<file path="src/soc_defines.svh">
`ifndef SOC_DEFINES_SVH
`define SOC_DEFINES_SVH

// ********************
// memory map with one window per target
// ********************

`define UART_BASE  32'h1000_0000
`define UART_SIZE  32'h0000_1000

`define CLINT_BASE 32'h0200_0000
`define CLINT_SIZE 32'h0001_0000

`define TIM0_BASE  32'h8000_0000
`define TIM1_BASE  32'h8000_1000
`define TIM_WORDS  1024
`define TIM_SIZE   32'h0000_1000 // tim words times four bytes.

// ********************
// clint register offsets
// ********************

`define CLINT_MSIP        32'h0000_0000
`define CLINT_MTIMECMP_LO 32'h0000_4000
`define CLINT_MTIMECMP_HI 32'h0000_4004
`define CLINT_MTIME_LO    32'h0000_BFF8
`define CLINT_MTIME_HI    32'h0000_BFFC

`define MTIME_DIVIDER 4 // clock cycles per mtime step.

`endif

</file>
<file path="src/soc_pkg.sv">
`default_nettype none

package soc_pkg;

  // ********************
  // bus payload
  // ********************

  typedef logic [31:0] bus_addr_t; // byte address.
  typedef logic [31:0] bus_data_t;
  typedef logic [3:0]  bus_strb_t; // zero strobes mean a read.

  // ********************
  // arbiter ownership
  // ********************

  typedef enum logic [1:0] {
    grant_none,
    grant_instr,
    grant_data
  } grant_t;

endpackage

`default_nettype wire

</file>
<file path="src/bus_decoder.sv">
`timescale 1ns/100ps
`include "soc_defines.svh"
`default_nettype none

module bus_decoder import soc_pkg::*; (
  input  logic      m_valid,
  input  bus_addr_t m_addr,
  input  bus_data_t m_wdata,
  input  bus_strb_t m_wstrb,
  output bus_data_t m_rdata,
  output logic      m_ready,
  output logic      tim0_valid,
  output logic      tim1_valid,
  output logic      clint_valid,
  output logic      uart_valid,
  output bus_addr_t offset,
  output bus_data_t wdata,
  output bus_strb_t wstrb,
  input  bus_data_t tim0_rdata,
  input  bus_data_t tim1_rdata,
  input  bus_data_t clint_rdata,
  input  bus_data_t uart_rdata,
  input  logic      tim0_ready,
  input  logic      tim1_ready,
  input  logic      clint_ready,
  input  logic      uart_ready
);

  bus_addr_t base;

  always_comb begin
    tim0_valid  = 1'b0;
    tim1_valid  = 1'b0;
    clint_valid = 1'b0;
    uart_valid  = 1'b0;
    base        = '0;
    if (m_valid) begin
      if (m_addr >= `TIM1_BASE && m_addr < `TIM1_BASE + `TIM_SIZE) begin
        tim1_valid = 1'b1;
        base       = `TIM1_BASE;
      end else if (m_addr >= `TIM0_BASE && m_addr < `TIM0_BASE + `TIM_SIZE) begin
        tim0_valid = 1'b1;
        base       = `TIM0_BASE;
      end else if (m_addr >= `CLINT_BASE && m_addr < `CLINT_BASE + `CLINT_SIZE) begin
        clint_valid = 1'b1;
        base        = `CLINT_BASE;
      end else if (m_addr >= `UART_BASE && m_addr < `UART_BASE + `UART_SIZE) begin
        uart_valid = 1'b1;
        base       = `UART_BASE;
      end
    end
  end

  assign offset = m_addr - base;
  assign wdata  = m_wdata;
  assign wstrb  = m_wstrb;

  // only one target answers a given master at a time.
  always_comb begin
    m_rdata = '0;
    m_ready = 1'b0;
    if (tim1_ready) begin
      m_rdata = tim1_rdata;
      m_ready = 1'b1;
    end else if (tim0_ready) begin
      m_rdata = tim0_rdata;
      m_ready = 1'b1;
    end else if (clint_ready) begin
      m_rdata = clint_rdata;
      m_ready = 1'b1;
    end else if (uart_ready) begin
      m_rdata = uart_rdata;
      m_ready = 1'b1;
    end
  end

endmodule

`default_nettype wire

</file>
<file path="config.mk">
export PLATFORM = sky130hd
export DESIGN_NAME = bus_decoder
export DESIGN_NICKNAME = d
export VERILOG_FILES = /design/src/soc_pkg.sv /design/src/bus_decoder.sv
export VERILOG_INCLUDE_DIRS = /design/src
export SDC_FILE = /design/constraint.sdc
export NUM_CORES = 1
export LEC_CHECK = 0
export BUFFER_PORTS_ARGS = -buffer_cell sky130_fd_sc_hd__clkbuf_2
export CORE_AREA = 2 2 120 122
export DETAILED_ROUTE_END_ITERATION = 10
export DIE_AREA = 0 0 122 124
export GPL_ROUTABILITY_DRIVEN = 1
export SLEW_MARGIN = 15
export SYNTH_ARGS = -nofsm -noshare
export SYNTH_HDL_FRONTEND = slang
export SYNTH_SLANG_ARGS = --single-unit
export TNS_END_PERCENT = 30
</file>
<file path="constraint.sdc">
create_clock -name vclk -period 3.73
set_clock_uncertainty 0.05 [all_clocks]
set_input_delay 0 -clock vclk [all_inputs]
set_output_delay 0 -clock vclk [all_outputs]
set_load 0.01 [all_outputs]
</file>
Yosys cells after proc, flatten, opt, wreduce, memory -nomap -nowiden
Index checks and enable logic that the tools add are counted.
{"block": "totals", "ff_bits": 0, "word_cells": 40, "output_inout_bits": 105}
{"block": "classes", "add_sub_neg": 1, "reduce_logical": 4, "muxes": 27, "n_lt_le_gt_ge": 8}
{"cell": "2-to-1 mux 32 bit", "count": 7}
{"cell": "greater-or-equal comparator 32 bit, second input constant", "count": 2}
{"cell": "less-than comparator 32 bit, second input constant", "count": 2}
{"cell": "2-to-1 mux 29 bit", "count": 2}
{"cell": "greater-or-equal comparator 32 x 26 -> 1 bit, second input constant", "count": 1}
{"cell": "greater-or-equal comparator 32 x 29 -> 1 bit, second input constant", "count": 1}
{"cell": "less-than comparator 32 x 26 -> 1 bit, second input constant", "count": 1}
{"cell": "less-than comparator 32 x 29 -> 1 bit, second input constant", "count": 1}
{"cell": "subtractor 32 bit", "count": 1}
{"cell": "2-to-1 mux 1 bit", "count": 18}
{"cell": "logical AND 1 bit", "count": 4}

Longest topological paths before layout
{"block": "logic_depth", "depth_word": 8, "depth_mapped": 12, "depth_no_buf": 11}

Worst setup path after synthesis
No wires, ideal clock.
{"block": "synth_timing", "path_kind": "input port to output port", "start": "input m_addr[19]", "end": "output offset[30]", "required_time_ns": 3.680, "slack_ns": 0.498, "cell_stages": 12, "path_buffers": 1, "arrival_ns": 3.182, "cell_sequence": "or4_1 > buf_2 > nor4_2 > nand2_1 > nor3_1 > ha_1 > ha_1 > or3b_2 > o41ai_2 > nand2b_1 > a211oi_2 > xor2_1"}
{"block": "synth_between", "elab_chain_cells": 8, "elab_cells_between_ends": 18, "classes_between": "1 x add/sub; 8 x order compare; 5 x mux; 4 x reduce/logical"}
{"item": "from (decl)", "line": "bus_decoder.sv:7", "text": "input bus_addr_t m_addr,"}
{"item": "greater-or-equal comparator 32 x 29 -> 1 bit (no line) / less-than comparator 32 x 29 -> 1 bit (equally long branches)"}
{"item": "logical AND 1 bit (no line)"}
{"item": "2-to-1 mux 29 bit", "line": "bus_decoder.sv:47", "text": "end else if (m_addr >= `UART_BASE && m_addr < `UART_BASE + `UART_SIZE) begin"}
{"item": "2-to-1 mux 29 bit", "line": "bus_decoder.sv:44", "text": "end else if (m_addr >= `CLINT_BASE && m_addr < `CLINT_BASE + `CLINT_SIZE) begin"}
{"item": "2-to-1 mux 32 bit", "line": "bus_decoder.sv:41", "text": "end else if (m_addr >= `TIM0_BASE && m_addr < `TIM0_BASE + `TIM_SIZE) begin"}
{"item": "2-to-1 mux 32 bit", "line": "bus_decoder.sv:38", "text": "if (m_addr >= `TIM1_BASE && m_addr < `TIM1_BASE + `TIM_SIZE) begin"}
{"item": "2-to-1 mux 32 bit", "line": "bus_decoder.sv:37", "text": "if (m_valid) begin"}
{"item": "subtractor 32 bit *", "line": "bus_decoder.sv:54", "text": "assign offset = m_addr - base;"}
{"item": "to (decl)", "line": "bus_decoder.sv:16", "text": "output bus_addr_t offset,"}
Every way passes the cells marked *; elsewhere a longest branch is shown, timed or not.

Worst setup path after layout
{"block": "layout_timing", "start": "input m_addr[20]", "end": "output offset[30]"}
Same word-level chain as after synthesis.

==> impl_metrics.json <==
{
  "first_pass_iters": 4,
  "p_leak_nw": 1.60,
  "synth.top_cells.by_count": "sky130_fd_sc_hd__buf_4, sky130_fd_sc_hd__nand2_1, sky130_fd_sc_hd__nor2_1",
  "final_layout_size_suffix_gt1_frac": 0.453,
  "timing_worst_slew_pin_value_ns": 1.04,
  "initial_utilization": 0.132,
  "routed_wire_length_per_instance_um": 14.3,
  "synth.distinct_cells": 37,
  "initial_antenna_violation_count": 1,
  "timing.critical_path.buf_inv": 2,
  "num-fill-cells": 1566,
  "die_height_um": 124,
  "netlist.top_cell.by_area": "sky130_fd_sc_hd__buf_4",
  "synthDominantCellAreaShare": 0.199,
  "die_boundary_width_um": 122,
  "place.port_buffers": 210,
  "avgViaCountPerCell": 4.17,
  "layout_worst_path_cycle_share": 0.927,
  "post_synth.cell_area_avg_um2": 5.87,
  "post_synth_inst_count": 309,
  "slowest_delay_ns": 0.60,
  "design.core.area_um2": 13700,
  "drt_wl_total_um": 9780,
  "setup.worst_path.start_class": "input port",
  "timing.critical_path.fanout_max": 5,
  "worst_setup_path_startpoint": "m_addr[20]",
  "worst-setup-path-type": "input port to output port",
  "maxCapViolations": 0,
  "cp_num_cells": 13,
  "final_cell_count_no_fill": 682,
  "timing.critical_path.required_ns": 3.68,
  "post-place-cells": 633,
  "final.clkbuf_count": 0,
  "placementRows": 43,
  "final-seq-area_um2": 0,
  "synth_xor_area_frac": 0.0724,
  "cp_data_arrival_time_ns": 3.41,
  "ys.warnings.count": 0,
  "timing.critical_path.max_delay_family": "simple AND/OR/NAND/NOR gates",
  "place_hpwl_um": 7730,
  "place.gp.congestion": 0.760,
  "cell_with_the_most_instances_after_synthesis": "sky130_fd_sc_hd__buf_4",
  "synth-adder-area-share": 0.0276,
  "seq_cells": 0,
  "hold_path_depth": 3,
  "mappedNetlistArea_um2": 1810,
  "globalRouteTotalUtil": 0.112,
  "status": "completed",
  "max_frequency_mhz": 289,
  "critical-path-slowest-cell": "sky130_fd_sc_hd__or4_4",
  "vdd.ir_drop.worst_v": 0.0000721,
  "worst_max_slew_margin_expressed_relative_to_the_limit": 0.308,
  "final-hold-violation-count": 0,
  "syn_to_final_growth_pct": 74.4,
  "boundaryPins": 306,
  "endpoint_kind": "output port",
  "synth_simple_gate_area_frac": 0.299,
  "drcViolationCount": 0,
  "final_setup_violation_count": 0,
  "postSynthNetCount": 514,
  "synthTopCellsByArea": "sky130_fd_sc_hd__buf_4, sky130_fd_sc_hd__a22oi_1, sky130_fd_sc_hd__o21ai_0",
  "period_needed_ns": 3.46,
  "leftover_overflow_at_the_end_of_global_routing": 0,
  "route.vias.total": 2844,
  "grt_start_max_net_pins": 66,
  "pwr_density_cell_nw_per_um2": 110,
  "post_cts_resize_count": 0,
  "timing.critical_path.cells": "clkbuf_2 -> or4_4 -> nor4_2 -> nand2_1 -> nor3_1 -> ha_1 -> ha_1 -> or3b_2 -> o41ai_2 -> nand2b_1 -> a211oi_2 -> xor2_1 -> clkbuf_2",
  "final.setup.tns_ns": 0,
  "antenna_violating_nets_post_route": 0,
  "rsz0062_at_grt": "no",
  "synth.mux.area_fraction": 0,
  "worst_setup_path_endpoint": "offset[30]",
  "timing.final.max_slew_violations": 0,
  "synth_sequential_area_ratio": 0,
  "combinational_family_with_the_most_area_after_synthesis": "compound AO/OA/AOI/OAI gates",
  "worst_hold_path_type": "input port to output port",
  "vias_in_the_first_global_route": 2652,
  "synth_compound_area_frac": 0.341,
  "global_route_wire_length_before_repair_um": 13600,
  "drt_iter0_drc": 100,
  "fp.dieArea_um2": 15100,
  "layout.nets": 708
}
metrics by stage:
stage	instance area (um2)	worst slack [ns]	total power, mW	hold slack [ns]	util
finish	3160	0.274	0.349	0.228	0.231
global route	3160	0.00631	0.386	0.258	0.230
CTS	3160	0.250	0.350	0.230	0.230
detailed placement	2680	0.254	0.289	-0.0499	0.195
global placement	2680	0.320	0.288	-0.0499	0.195
floorplan	1810	0.498	0.184	-0.00774	-
layout by cell type (no fill, tap or decap), types with 2 or more instances in the layout:
cell	n
sky130_fd_sc_hd__or3b_2	2
sky130_fd_sc_hd__inv_1	5
sky130_fd_sc_hd__nand2_1	40
sky130_fd_sc_hd__nor3_1	5
sky130_fd_sc_hd__buf_4	5
sky130_fd_sc_hd__xor2_1	9
sky130_fd_sc_hd__clkbuf_2	209
sky130_fd_sc_hd__a21oi_1	33
sky130_fd_sc_hd__nand3_1	2
sky130_fd_sc_hd__nor4_1	2
sky130_fd_sc_hd__nor2b_1	3
sky130_fd_sc_hd__or4_1	5
sky130_fd_sc_hd__o21ai_0	34
sky130_fd_sc_hd__a22oi_1	31
sky130_fd_sc_hd__dlygate4sd3_1	48
sky130_fd_sc_hd__ha_1	4
sky130_fd_sc_hd__xnor2_1	6
sky130_fd_sc_hd__nor2_1	38
where the power goes:
group | switching [mW] | internal, mW | leakage (nW)
sequential | 0 | 0 | 0
clock | 0 | 0.0000000358 | 0.00000634
combinational | 0.179 | 0.170 | 1.60
total | 0.179 | 0.170 | 1.60
logic make-up (layout without fill, tap and decap cells):
| logic type | Yosys count | in the layout |
|---|---|---|
| adders and majority gates | 4 | 4 |
| buffers and inverters | 77 | 269 |
| xor gates and xnor gates | 15 | 15 |
| AOI/OAI and AO/OA | 102 | 102 |
| other | 0 | 1 |
| and+or+nand+nor | 111 | 111 |
repair_timing:
item                      in CTS  in global routing
hold endpoints to repair      48                  0
hold buffers                  48                  0
setup buffers                  0                  0
metal layers:
| layer | routed length (um) | track usage | vias to the layer above |
|---|---|---|---|
| met4 | 44 | 0.00575 | 0 |
| li1 | - | - | 1423 |
| met1 | 3800 | 0.143 | 1224 |
| met2 | 4900 | 0.205 | 193 |
| met3 | 1040 | 0.0188 | 4 |
| met5 | 0 | 0 | - |
layout make-up:
| class | count | area, um2 | share of cell area |
|---|---|---|---|
| Timing Repair Buffer | 263 | 1570 | 0.496 |
| Multi-Input combinational cell | 232 | 1350 | 0.425 |
| Tap cell | 180 | 225 | 0.0712 |
| Inverter | 6 | 22.5 | 0.00712 |
| Antenna cell | 1 | 2.50 | 0.000791 |
worst min path at each step:
stage	to	startpoint
5_1_grt	offset[27]	m_addr[27]
3_3_place_gp	offset[9]	m_addr[9]
6_report	offset[27]	m_addr[27]
3_5_place_dp	offset[9]	m_addr[9]
4_1_cts	offset[27]	m_addr[27]
2_1_floorplan	clint_valid	m_addr[31]
tightest hold or removal path: stages:
cell and delay [ns]:
sky130_fd_sc_hd__clkbuf_2 0.10, sky130_fd_sc_hd__xor2_1 0.06, sky130_fd_sc_hd__clkbuf_2 0.12
Note: power is estimated with default switching activity, not from simulation.
