==> src/soc_defines.svh <==
`ifndef SOC_DEFINES_SVH
`define SOC_DEFINES_SVH

// ********************
// memory map with one window per target
// ********************

`define UART_BASE  32'h1000_0000
`define UART_SIZE  32'h0000_1000

`define CLINT_BASE 32'h0200_0000
`define CLINT_SIZE 32'h0001_0000

`define TIM0_BASE  32'h8000_0000
`define TIM1_BASE  32'h8000_1000
`define TIM_WORDS  1024
`define TIM_SIZE   32'h0000_1000 // tim words times four bytes.

// ********************
// clint register offsets
// ********************

`define CLINT_MSIP        32'h0000_0000
`define CLINT_MTIMECMP_LO 32'h0000_4000
`define CLINT_MTIMECMP_HI 32'h0000_4004
`define CLINT_MTIME_LO    32'h0000_BFF8
`define CLINT_MTIME_HI    32'h0000_BFFC

`define MTIME_DIVIDER 4 // clock cycles per mtime step.

`endif

==> src/soc_pkg.sv <==
`default_nettype none

package soc_pkg;

  // ********************
  // bus payload
  // ********************

  typedef logic [31:0] bus_addr_t; // byte address.
  typedef logic [31:0] bus_data_t;
  typedef logic [3:0]  bus_strb_t; // zero strobes mean a read.

  // ********************
  // arbiter ownership
  // ********************

  typedef enum logic [1:0] {
    grant_none,
    grant_instr,
    grant_data
  } grant_t;

endpackage

`default_nettype wire

==> src/bus_arbiter.sv <==
`timescale 1ns/100ps
`default_nettype none

module bus_arbiter import soc_pkg::*; (
  input  logic      clock,
  input  logic      arst_n,
  input  logic      i_valid,
  input  bus_addr_t i_addr,
  input  bus_data_t i_wdata,
  input  bus_strb_t i_wstrb,
  output bus_data_t i_rdata,
  output logic      i_ready,
  input  logic      d_valid,
  input  bus_addr_t d_addr,
  input  bus_data_t d_wdata,
  input  bus_strb_t d_wstrb,
  output bus_data_t d_rdata,
  output logic      d_ready,
  output logic      t_valid,
  output bus_addr_t t_addr,
  output bus_data_t t_wdata,
  output bus_strb_t t_wstrb,
  input  bus_data_t t_rdata,
  input  logic      t_ready
);

  grant_t grant_q;
  grant_t owner;

  // ********************
  // grant
  // ********************

  // a held grant wins, otherwise data beats instr on a tie.
  always_comb begin
    owner = grant_q;
    if (grant_q == grant_none) begin
      if (d_valid) begin
        owner = grant_data;
      end else if (i_valid) begin
        owner = grant_instr;
      end
    end
  end

  always_ff @(posedge clock or negedge arst_n) begin
    if (!arst_n) begin
      grant_q <= grant_none;
    end else if (t_ready) begin
      grant_q <= grant_none; // transfer done.
    end else begin
      grant_q <= owner;
    end
  end

  // ********************
  // request and response paths
  // ********************

  always_comb begin
    t_valid = 1'b0;
    t_addr  = d_addr;
    t_wdata = d_wdata;
    t_wstrb = d_wstrb;
    case (owner)
      grant_data: begin
        t_valid = d_valid;
      end
      grant_instr: begin
        t_valid = i_valid;
        t_addr  = i_addr;
        t_wdata = i_wdata;
        t_wstrb = i_wstrb;
      end
      default: begin
        t_valid = 1'b0;
      end
    endcase
  end

  assign i_rdata = t_rdata;
  assign d_rdata = t_rdata;
  assign i_ready = t_ready && (owner == grant_instr);
  assign d_ready = t_ready && (owner == grant_data);

endmodule

`default_nettype wire

==> config.mk <==
export PLATFORM = sky130hd
export DESIGN_NAME = bus_arbiter
export DESIGN_NICKNAME = d
export VERILOG_FILES = /design/src/soc_defines.svh /design/src/soc_pkg.sv /design/src/bus_arbiter.sv
export SDC_FILE = /design/constraint.sdc
export NUM_CORES = 1
export LEC_CHECK = 0
export BUFFER_PORTS_ARGS = -buffer_cell sky130_fd_sc_hd__buf_4
export CORE_AREA = 2 2 120 122
export CTS_CLUSTER_DIAMETER = 100
export DETAILED_ROUTE_END_ITERATION = 7
export DIE_AREA = 0 0 122 124
export GPL_TIMING_DRIVEN = 0
export HOLD_SLACK_MARGIN = 0.03
export REMOVE_ABC_BUFFERS = 1
export SYNTH_ARGS = -nofsm -noshare
export SYNTH_HDL_FRONTEND = slang
export SYNTH_SLANG_ARGS = --single-unit
==> constraint.sdc <==
create_clock -name clock -period 2 [get_ports clock]
set_input_delay 0 -clock clock [delete_from_list [all_inputs] [get_ports clock]]
set_output_delay 0 -clock clock [all_outputs]
set_load 0.02 [all_outputs]
== After elaboration in Yosys (flattened, before gate mapping) ==
Index checks and enable logic that the tools add are counted.
Widths: inputs -> output; s select.
Storage, ports and cells
  bits in registers: 2
  output and inout bits: 135
Cells by class
  reductions and logical operators: 3
  multiplexer cells: 8
  equality and inequality tests: 2
Operators with widths (count)
  $mux 32: 2
  $mux 2: 4
  $mux 4: 1
  $eq 2x1->1 const B: 1
  $eq 2x2->1 const B: 1
  $logic_and 1x1->1: 2
  $logic_not 2->1: 1
  $pmux 1 s2: 1

== Longest topological paths before layout ==
Gate-level depths: netlist of the first run.
  word-level depth: 5
  mapped depth: 7
  mapped depth without buffers: 5

== Worst setup path before layout of the first run ==
Ideal clock, no wire load.
  path kind: flip-flop to output port
  start point: register grant_q[1]
  end point: output port t_addr[11]
  setup slack: 0.199 ns
  buffers on the path: 3
  cell stages (with the launch flop): 8
  data arrival time: 1.801 ns
  cells stage by stage: dfrtp_1 or3b_2 nand2_1 ha_1 buf_6 buf_6 buf_8 mux2_4
On the way
  longest elaborated chain between the ends: 5
  elaborated cells between the ends (all ways): 6
  those cells by class: eq/ne: 1; mux: 4; reduce/logical: 1
RTL lines
  start, declared: line bus_arbiter.sv:27  | grant_t grant_q;
  start signal, assigned: line bus_arbiter.sv:48  | grant_q <= grant_none;
  start signal, assigned: line bus_arbiter.sv:50  | grant_q <= grant_none;
  start signal, assigned: line bus_arbiter.sv:52  | grant_q <= owner;
  $mux 2: line bus_arbiter.sv:40  | end else if (i_valid) begin
  $mux 2: line bus_arbiter.sv:38  | if (d_valid) begin
  $mux 2 (*): line bus_arbiter.sv:37  | if (grant_q == grant_none) begin
  $eq 2x1->1 (*): line bus_arbiter.sv:65  | case (owner)
  $mux 32 (*): line bus_arbiter.sv:65
  end, declared: line bus_arbiter.sv:20  | output bus_addr_t t_addr,
Mark *: on every way between the ends. The rest lies on a longest branch, timed or not.

== Worst setup path after layout of the first run ==
  start point: register grant_q[1]
  end point: output port t_wdata[23]
On the way
  longest elaborated chain between the ends: 5
  elaborated cells between the ends (all ways): 6
  those cells by class: eq/ne: 1; mux: 4; reduce/logical: 1
RTL lines
  $mux 2: line bus_arbiter.sv:40
  $mux 2: line bus_arbiter.sv:38
  $mux 2 (*): line bus_arbiter.sv:37
  $eq 2x1->1 (*): line bus_arbiter.sv:65
  $mux 32 (*): line bus_arbiter.sv:65
  end, declared: line bus_arbiter.sv:21  | output bus_data_t t_wdata,
Marks and branches as above.

==> results of run 1 <==
-- layer usage --
metal / up-vias / GRT usage, % / share of wire [%]
li1: 870 / - / -
met1: 961 / 18.9 / 42
met2: 147 / 23.7 / 45
met3: 4 / 6.78 / 12
met4: 2 / 1.29 / 0.12
met5: - / 4.86 / 0.74
-- final timing paths --
kind | startpoint | endpoint | slack (ns) | depth (start not counted)
worst max-delay path | grant_q[1] | t_wdata[23] | -0.03 | 7
worst min-delay path | arst_n | grant_q[0] | 0.1 | 2
worst max register to register | grant_q[1] | grant_q[0] | 0.99 | 2
worst min register to register | grant_q[1] | grant_q[0] | 0.59 | 2
max in group asynchronous | arst_n | grant_q[1] | 1.81 | 2
min in group clock | d_valid | grant_q[0] | 0.12 | 3
-- cells by family after synthesis --
logic type               after synthesis  share of synthesized area, %
AO/OA/AOI/OAI                          4                          1.29
adder cells (fa/ha/maj)                3                          2.42
buffers and inverters                 74                          36.1
flip-flops                             2                          3.22
multiplexers                          68                          54.1
AND/OR/NAND/NOR                        8                          2.90
-- power by group through the flow --
stage	sequential, mW	clock (mW)	combinational [mW]
2_1_floorplan	0.0454	0	0.406
3_3_place_gp	0.0456	0	0.867
3_5_place_dp	0.0458	0	0.868
4_1_cts	0.0454	0.309	1.29
5_1_grt	0.0459	0.315	1.41
6_report	0.0453	0.305	1.35
-- Yosys cell counts, drive strengths merged --
cell	count	area [um^2]
buf	72	553
mux2	68	841
a21oi	4	20.0
and2	3	18.8
ha	3	37.5
nand2	3	11.3
dfrtp	2	50.1
inv	2	7.51
nand2b	1	6.26
or3b	1	8.76
-- worst reg2reg max path, cell delays in order, from the launching register on --
cell	delay (ns)
sky130_fd_sc_hd__dfrtp_1	0.37
sky130_fd_sc_hd__or3b_4	0.40
sky130_fd_sc_hd__a21oi_1	0.16
-- metrics by stage --
stage	std cells	TNS, ns	setup WS (ns)	util [%]	hold WS (ns)
finish	532	-0.842	-0.0311	29.2	0.0970
global route	531	-6.15	-0.113	29.2	0.112
floorplan	87	-91.14	-1.36	-	-0.296
detailed placement	479	-13.17	-0.384	20.7	-0.216
CTS	526	-2.48	-0.0885	28.0	0.0951
global placement	478	-140.57	-2.16	20.5	-0.217
-- cell type report --
class | count | area, um^2
fill | 1432 | 9710
clock buffer | 3 | 75.1
timing repair buffer | 261 | 2520
antenna | 1 | 2.50
inverter | 2 | 7.51
sequential | 2 | 50.0
tap | 180 | 225
multi-input combinational | 83 | 1130
-- timing repair --
action | in CTS | in global routing
setup buffers | 6 | 0
pin swaps | 2 | 2
hold buffers | 34 | 0
resized for setup | 112 | 12
endpoints found under the setup margin | 68 | 68
endpoints found under the hold margin | 68 | 0
cloned | 4 | 5
==> impl_metrics.prom, run 1 <==
# TYPE chip_impl_metric gauge
chip_impl_info{name="run_status",value="finished, violations left"} 1
chip_impl_info{name="violations",value="negative setup slack"} 1
chip_impl_metric{name="finalCriticalPeriod",unit="ns"} 2.03
chip_impl_metric{name="crit_required",unit="ns"} 2.00
chip_impl_info{name="layout_common_cells",value="sky130_fd_sc_hd__buf_4 (146), sky130_fd_sc_hd__buf_6 (68), sky130_fd_sc_hd__mux2_4 (65)"} 1
chip_impl_metric{name="placed_instance_area",unit="um^2"} 2840
chip_impl_metric{name="final_cell_area",unit="um^2"} 4010
chip_impl_metric{name="die_area",unit="um^2"} 15100
chip_impl_metric{name="hold_viol_final",unit=""} 0
chip_impl_metric{name="leakagePower",unit="nW"} 1.99
chip_impl_metric{name="totalPowerFinal",unit="mW"} 1.70
chip_impl_info{name="timing.critical_path.to_type",value="output port"} 1
chip_impl_info{name="holdCritPathClass",value="input port to asynchronous set/reset pin"} 1
chip_impl_info{name="clock_tree_from_tritoncts",value="done"} 1
chip_impl_metric{name="ys_seq_area_share",unit="%"} 3.22
chip_impl_metric{name="rows",unit=""} 43
chip_impl_info{name="leading_cell_type_in_the_layout_fill_and_taps_excluded",value="sky130_fd_sc_hd__buf_4"} 1
chip_impl_metric{name="die_height",unit="um"} 124
chip_impl_metric{name="final_min_period_over_clock_period",unit="%"} 102
chip_impl_metric{name="io_pins",unit=""} 308
chip_impl_metric{name="place_congestion",unit=""} 0.822
chip_impl_metric{name="netlist_area",unit="um^2"} 1550
chip_impl_metric{name="overall_overflow_remaining_after_global_route",unit=""} 0
chip_impl_metric{name="synth_cell_type_count",unit=""} 14
chip_impl_metric{name="start_util",unit="%"} 11.3
chip_impl_metric{name="firstDrtPassIters",unit=""} 4
chip_impl_metric{name="core_region_area",unit="um^2"} 13700
chip_impl_info{name="crit_path_start_kind",value="flip-flop"} 1
chip_impl_metric{name="via_count",unit=""} 1984
chip_impl_metric{name="largest_clock_skew_in_the_final_design",unit="ns"} 0.00368
chip_impl_metric{name="routed_via_density",unit=""} 3.73
chip_impl_info{name="slowest_stage",value="sky130_fd_sc_hd__or3b_4"} 1
chip_impl_metric{name="crit_fanout",unit=""} 8
chip_impl_metric{name="first_global_vias",unit=""} 2073
chip_impl_metric{name="post-dp-hpwl",unit="um"} 9840
chip_impl_metric{name="yosys_warnings",unit=""} 0
chip_impl_metric{name="critical_path.max_stage_delay",unit="ns"} 0.40
chip_impl_info{name="worst-setup-path-type",value="flip-flop to output port"} 1
chip_impl_metric{name="setup_violations",unit=""} 55
chip_impl_metric{name="seqPwrFrac",unit="%"} 2.7
chip_impl_metric{name="worst_pin_slew",unit="ns"} 0.734
chip_impl_info{name="grt_setup_unrepaired",value="true"} 1
chip_impl_metric{name="ctsHtreeMaxLevel",unit=""} 1
chip_impl_metric{name="max_freq",unit="MHz"} 492
chip_impl_info{name="largest_registers",value="grant_q: 2 flops"} 1
chip_impl_metric{name="power.density",unit="nW/um^2"} 423
chip_impl_metric{name="antenna_nets_post_route",unit=""} 0
chip_impl_metric{name="flip_flop_and_latch_count_after_synthesis",unit=""} 2
chip_impl_metric{name="clock_insertion_delay_worst_skew",unit="ns"} 0.22
chip_impl_metric{name="pwr-share-clk",unit="%"} 18.0
chip_impl_metric{name="numClockSinks",unit=""} 2
chip_impl_metric{name="net_switching_power",unit="mW"} 0.657
chip_impl_info{name="cts.root.buffer_cell",value="sky130_fd_sc_hd__clkbuf_16"} 1
chip_impl_metric{name="largest_reg_flops",unit=""} 2
chip_impl_metric{name="buffer_and_inverter_count_on_the_worst_path",unit=""} 3
chip_impl_metric{name="max-vdd-ir-drop",unit="mV"} 0.565
chip_impl_metric{name="clockBufferDepth",unit=""} 2
chip_impl_metric{name="drive_gt1_share",unit="%"} 85.8
chip_impl_metric{name="maxCapViolations",unit=""} 0
chip_impl_metric{name="grt_pass1_wl",unit="um"} 15400
chip_impl_metric{name="grt_max_degree",unit=""} 18
chip_impl_metric{name="layout_overhead_on_the_synthesized_area",unit="%"} 158
chip_impl_metric{name="path_clk_slew",unit="ns"} 0.03
chip_impl_metric{name="number_of_antenna_violations_at_the_first_check_in_global_routing",unit=""} 0
chip_impl_metric{name="fp.dieW",unit="um"} 122
chip_impl_info{name="crit_family",value="simple AND/OR/NAND/NOR gates"} 1
chip_impl_metric{name="netSwitchingFraction",unit="%"} 38.7
chip_impl_metric{name="final_critical_path_setup_slack",unit="ns"} -0.0311
chip_impl_metric{name="slew_headroom",unit="%"} 50.9
chip_impl_metric{name="synthesis.area_per_instance",unit="um^2"} 9.77
chip_impl_metric{name="worst_endpoint_data_arrival_time",unit="ns"} 2.03
chip_impl_metric{name="remaining_drc_errors",unit=""} 0
chip_impl_metric{name="p_int",unit="mW"} 1.04
chip_impl_metric{name="port-buffer-count",unit=""} 211
chip_impl_metric{name="initialDrtViolationCount",unit=""} 41
chip_impl_info{name="critical_path.cell_chain",value="or3b_4 > nand2_4 > ha_4 > buf_4 > buf_16 > mux2_2 > buf_6"} 1
chip_impl_metric{name="final_nets",unit=""} 529
chip_impl_metric{name="grt_util_all_layers",unit="%"} 14.9
chip_impl_metric{name="synth_cells",unit=""} 159
chip_impl_info{name="registers.top_by_ff_count",value="grant_q"} 1
chip_impl_metric{name="power_frac_comb",unit="%"} 79.3
chip_impl_metric{name="route.detailed.wl_per_inst",unit="um"} 24.0
chip_impl_metric{name="numCtsBuffers",unit=""} 3
chip_impl_metric{name="route.final.wire_length",unit="um"} 12800
chip_impl_metric{name="drv_slew",unit=""} 0
Power figures use the tool's default switching activity.
==> run 2, diff against run 1 <==
==> constraint.sdc (replaced) <==
create_clock -name clock -period 2 [get_ports clock]
set_input_delay 0 -clock clock [delete_from_list [all_inputs] [get_ports clock]]
set_output_delay 0 -clock clock [all_outputs]
set_load 0.1 [all_outputs]
==> impl_metrics.prom, run 2 (synthesis gave the netlist of run 1 again) <==
# TYPE chip_impl_metric gauge
chip_impl_metric{name="final_critical_path_setup_slack",unit="ns"} -0.0862
chip_impl_metric{name="fp.dieW",unit="um"} 122
chip_impl_metric{name="worst_endpoint_data_arrival_time",unit="ns"} 2.09
chip_impl_metric{name="max-vdd-ir-drop",unit="mV"} 0.568
chip_impl_metric{name="setup_violations",unit=""} 67
chip_impl_metric{name="post-dp-hpwl",unit="um"} 9840
chip_impl_metric{name="layout_overhead_on_the_synthesized_area",unit="%"} 212
chip_impl_metric{name="drv_slew",unit=""} 0
chip_impl_metric{name="critical_path.max_stage_delay",unit="ns"} 0.42
chip_impl_metric{name="hold_ws",unit="ns"} 0.0967
chip_impl_metric{name="overall_overflow_remaining_after_global_route",unit=""} 0
chip_impl_metric{name="maxCapViolations",unit=""} 0
chip_impl_info{name="registers.top_by_ff_count",value="grant_q"} 1
chip_impl_info{name="crit_top_cell",value="sky130_fd_sc_hd__buf_6"} 1
chip_impl_metric{name="firstDrtPassIters",unit=""} 4
chip_impl_info{name="worst-setup-path-type",value="flip-flop to output port"} 1
chip_impl_metric{name="via_count",unit=""} 1968
chip_impl_metric{name="grt_max_degree",unit=""} 18
chip_impl_metric{name="largest_reg_flops",unit=""} 2
chip_impl_metric{name="start_util",unit="%"} 11.3
chip_impl_metric{name="crit_fanout",unit=""} 9
chip_impl_metric{name="worst_pin_slew",unit="ns"} 1.13
chip_impl_metric{name="leakagePower",unit="nW"} 2.35
chip_impl_metric{name="antenna_nets_post_route",unit=""} 0
chip_impl_info{name="regToRegStartpoint",value="grant_q[1]"} 1
chip_impl_metric{name="clock_insertion_delay_worst_skew",unit="ns"} 0.22
chip_impl_info{name="grt_setup_unrepaired",value="true"} 1
chip_impl_info{name="worst_setup_path_endpoint",value="t_wdata[17]"} 1
chip_impl_info{name="layout_common_cells",value="sky130_fd_sc_hd__buf_4 (145), sky130_fd_sc_hd__buf_12 (89), sky130_fd_sc_hd__mux2_4 (60)"} 1
chip_impl_metric{name="number_of_antenna_violations_at_the_first_check_in_global_routing",unit=""} 0
chip_impl_metric{name="post_placement_setup_slack",unit="ns"} -0.460
chip_impl_metric{name="route.final.wire_length",unit="um"} 13500
chip_impl_metric{name="num-fill-cells",unit=""} 1322
chip_impl_metric{name="die_height",unit="um"} 124
chip_impl_info{name="crit_start",value="grant_q[1]"} 1
chip_impl_metric{name="crit_required",unit="ns"} 2.00
chip_impl_metric{name="first_global_vias",unit=""} 2104
chip_impl_metric{name="final_min_period_over_clock_period",unit="%"} 104
chip_impl_metric{name="totalPowerFinal",unit="mW"} 3.26
chip_impl_metric{name="final_util",unit="%"} 35.4
chip_impl_metric{name="hold_viol_final",unit=""} 0
chip_impl_metric{name="max_freq",unit="MHz"} 479
chip_impl_metric{name="fin_setup_tns",unit="ns"} -3.97
chip_impl_metric{name="remaining_drc_errors",unit=""} 0
chip_impl_metric{name="antenna_cells_inserted",unit=""} 0
chip_impl_metric{name="initialDrtViolationCount",unit=""} 42
chip_impl_metric{name="route.detailed.wl_per_inst",unit="um"} 25.5
chip_impl_metric{name="numCtsBuffers",unit=""} 3
chip_impl_metric{name="numClockSinks",unit=""} 2
chip_impl_metric{name="place_congestion",unit=""} 0.822
chip_impl_metric{name="power.density",unit="nW/um^2"} 670
chip_impl_info{name="largest_registers",value="grant_q: 2 flops"} 1
chip_impl_metric{name="routed_via_density",unit=""} 3.70
chip_impl_info{name="crit_path_start_kind",value="flip-flop"} 1
chip_impl_metric{name="count_of_cells_along_the_worst_register_to_register_path",unit=""} 2
chip_impl_metric{name="rows",unit=""} 43
chip_impl_info{name="slowest_stage",value="sky130_fd_sc_hd__or3b_4"} 1
chip_impl_metric{name="drive_gt1_share",unit="%"} 94.3
chip_impl_metric{name="clockBufferDepth",unit=""} 2
chip_impl_metric{name="largest_clock_skew_in_the_final_design",unit="ns"} 0.00373
chip_impl_info{name="holdCritPathClass",value="input port to asynchronous set/reset pin"} 1
chip_impl_info{name="timing.critical_path.to_type",value="output port"} 1
chip_impl_metric{name="die_area",unit="um^2"} 15100
chip_impl_info{name="violations",value="negative setup slack"} 1
chip_impl_metric{name="core_region_area",unit="um^2"} 13700
chip_impl_metric{name="finalCriticalPeriod",unit="ns"} 2.09
chip_impl_metric{name="path_clk_slew",unit="ns"} 0.03
chip_impl_info{name="cts.root.buffer_cell",value="sky130_fd_sc_hd__clkbuf_16"} 1
chip_impl_metric{name="grt_util_all_layers",unit="%"} 15.6
chip_impl_metric{name="r2r_slack",unit="ns"} 0.97
chip_impl_metric{name="ctsHtreeMaxLevel",unit=""} 1
chip_impl_metric{name="io_pins",unit=""} 308
chip_impl_metric{name="grt_pass1_wl",unit="um"} 16300
chip_impl_info{name="r2r-end",value="grant_q[0]"} 1
chip_impl_info{name="critical_path.cell_chain",value="or3b_4 > nand2_4 > ha_4 > buf_6 > buf_12 > mux2_2 > buf_6"} 1
chip_impl_info{name="clock_tree_from_tritoncts",value="done"} 1
chip_impl_info{name="leading_cell_type_in_the_layout_fill_and_taps_excluded",value="sky130_fd_sc_hd__buf_4"} 1
chip_impl_metric{name="final_nets",unit=""} 530
chip_impl_info{name="run_status",value="finished, violations left"} 1
chip_impl_metric{name="slew_headroom",unit="%"} 24.1
chip_impl_metric{name="port-buffer-count",unit=""} 211
-- run 2: layer usage --
metal / global-route usage (%) / up-vias / part of all wire (%)
met2: 25.4 / 147 / 47
met5: 0 / - / 0.40
met4: 2.73 / 2 / 1.4
met3: 10.2 / 14 / 12
met1: 17.3 / 935 / 40
li1: - / 870 / -
-- run 2: area by class of cell --
cell class | instances | area (um^2) | share of cell area [%]
well taps | 180 | 225 | 4.64
repair buffers | 262 | 3380 | 69.6
multi-input cells | 83 | 1120 | 23.0
flip-flops and latches | 2 | 50.0 | 1.03
clock buffers | 3 | 75.1 | 1.55
inverters | 2 | 7.51 | 0.155
-- run 2: worst max-delay path: cells and delay by family, from the launching register on --
kind | cells | cell delay (ns)
and+or+nand+nor | 2 | 0.50
buffers and inverters | 3 | 0.45
DFF | 1 | 0.37
muxes | 1 | 0.35
adders and majority gates | 1 | 0.17
-- run 2: how the worst min path moves through the flow --
stage,endpoint,slack (ns),cells after the start
5_1_grt,grant_q[0],0.11,2
4_1_cts,i_rdata[3],0.03,0
3_3_place_gp,grant_q[0],-0.22,1
2_1_floorplan,grant_q[0],-0.30,0
3_5_place_dp,grant_q[0],-0.22,1
6_report,grant_q[0],0.1,2
-- run 2: stage by stage --
step,cell area [um^2],instances
floorplan,1000,87
global placement,2810,478
detailed placement,2840,479
CTS,4460,524
global route,4860,532
finish,4860,532
-- run 2: power by group --
group / internal (mW) / switching [mW] / total, mW
Combinational: 1.05 / 1.86 / 2.90
Clock: 0.255 / 0.0509 / 0.306
Sequential: 0.0438 / 0.00149 / 0.0452
-- run 2: timing repair --
action	in CTS	in global routing
pin swaps	1	1
buffers inserted	9	0
setup endpoints to repair	68	68
gates resized for setup	195	49
endpoints found under the hold margin	57	10
hold buffers	30	5
cloned	3	4
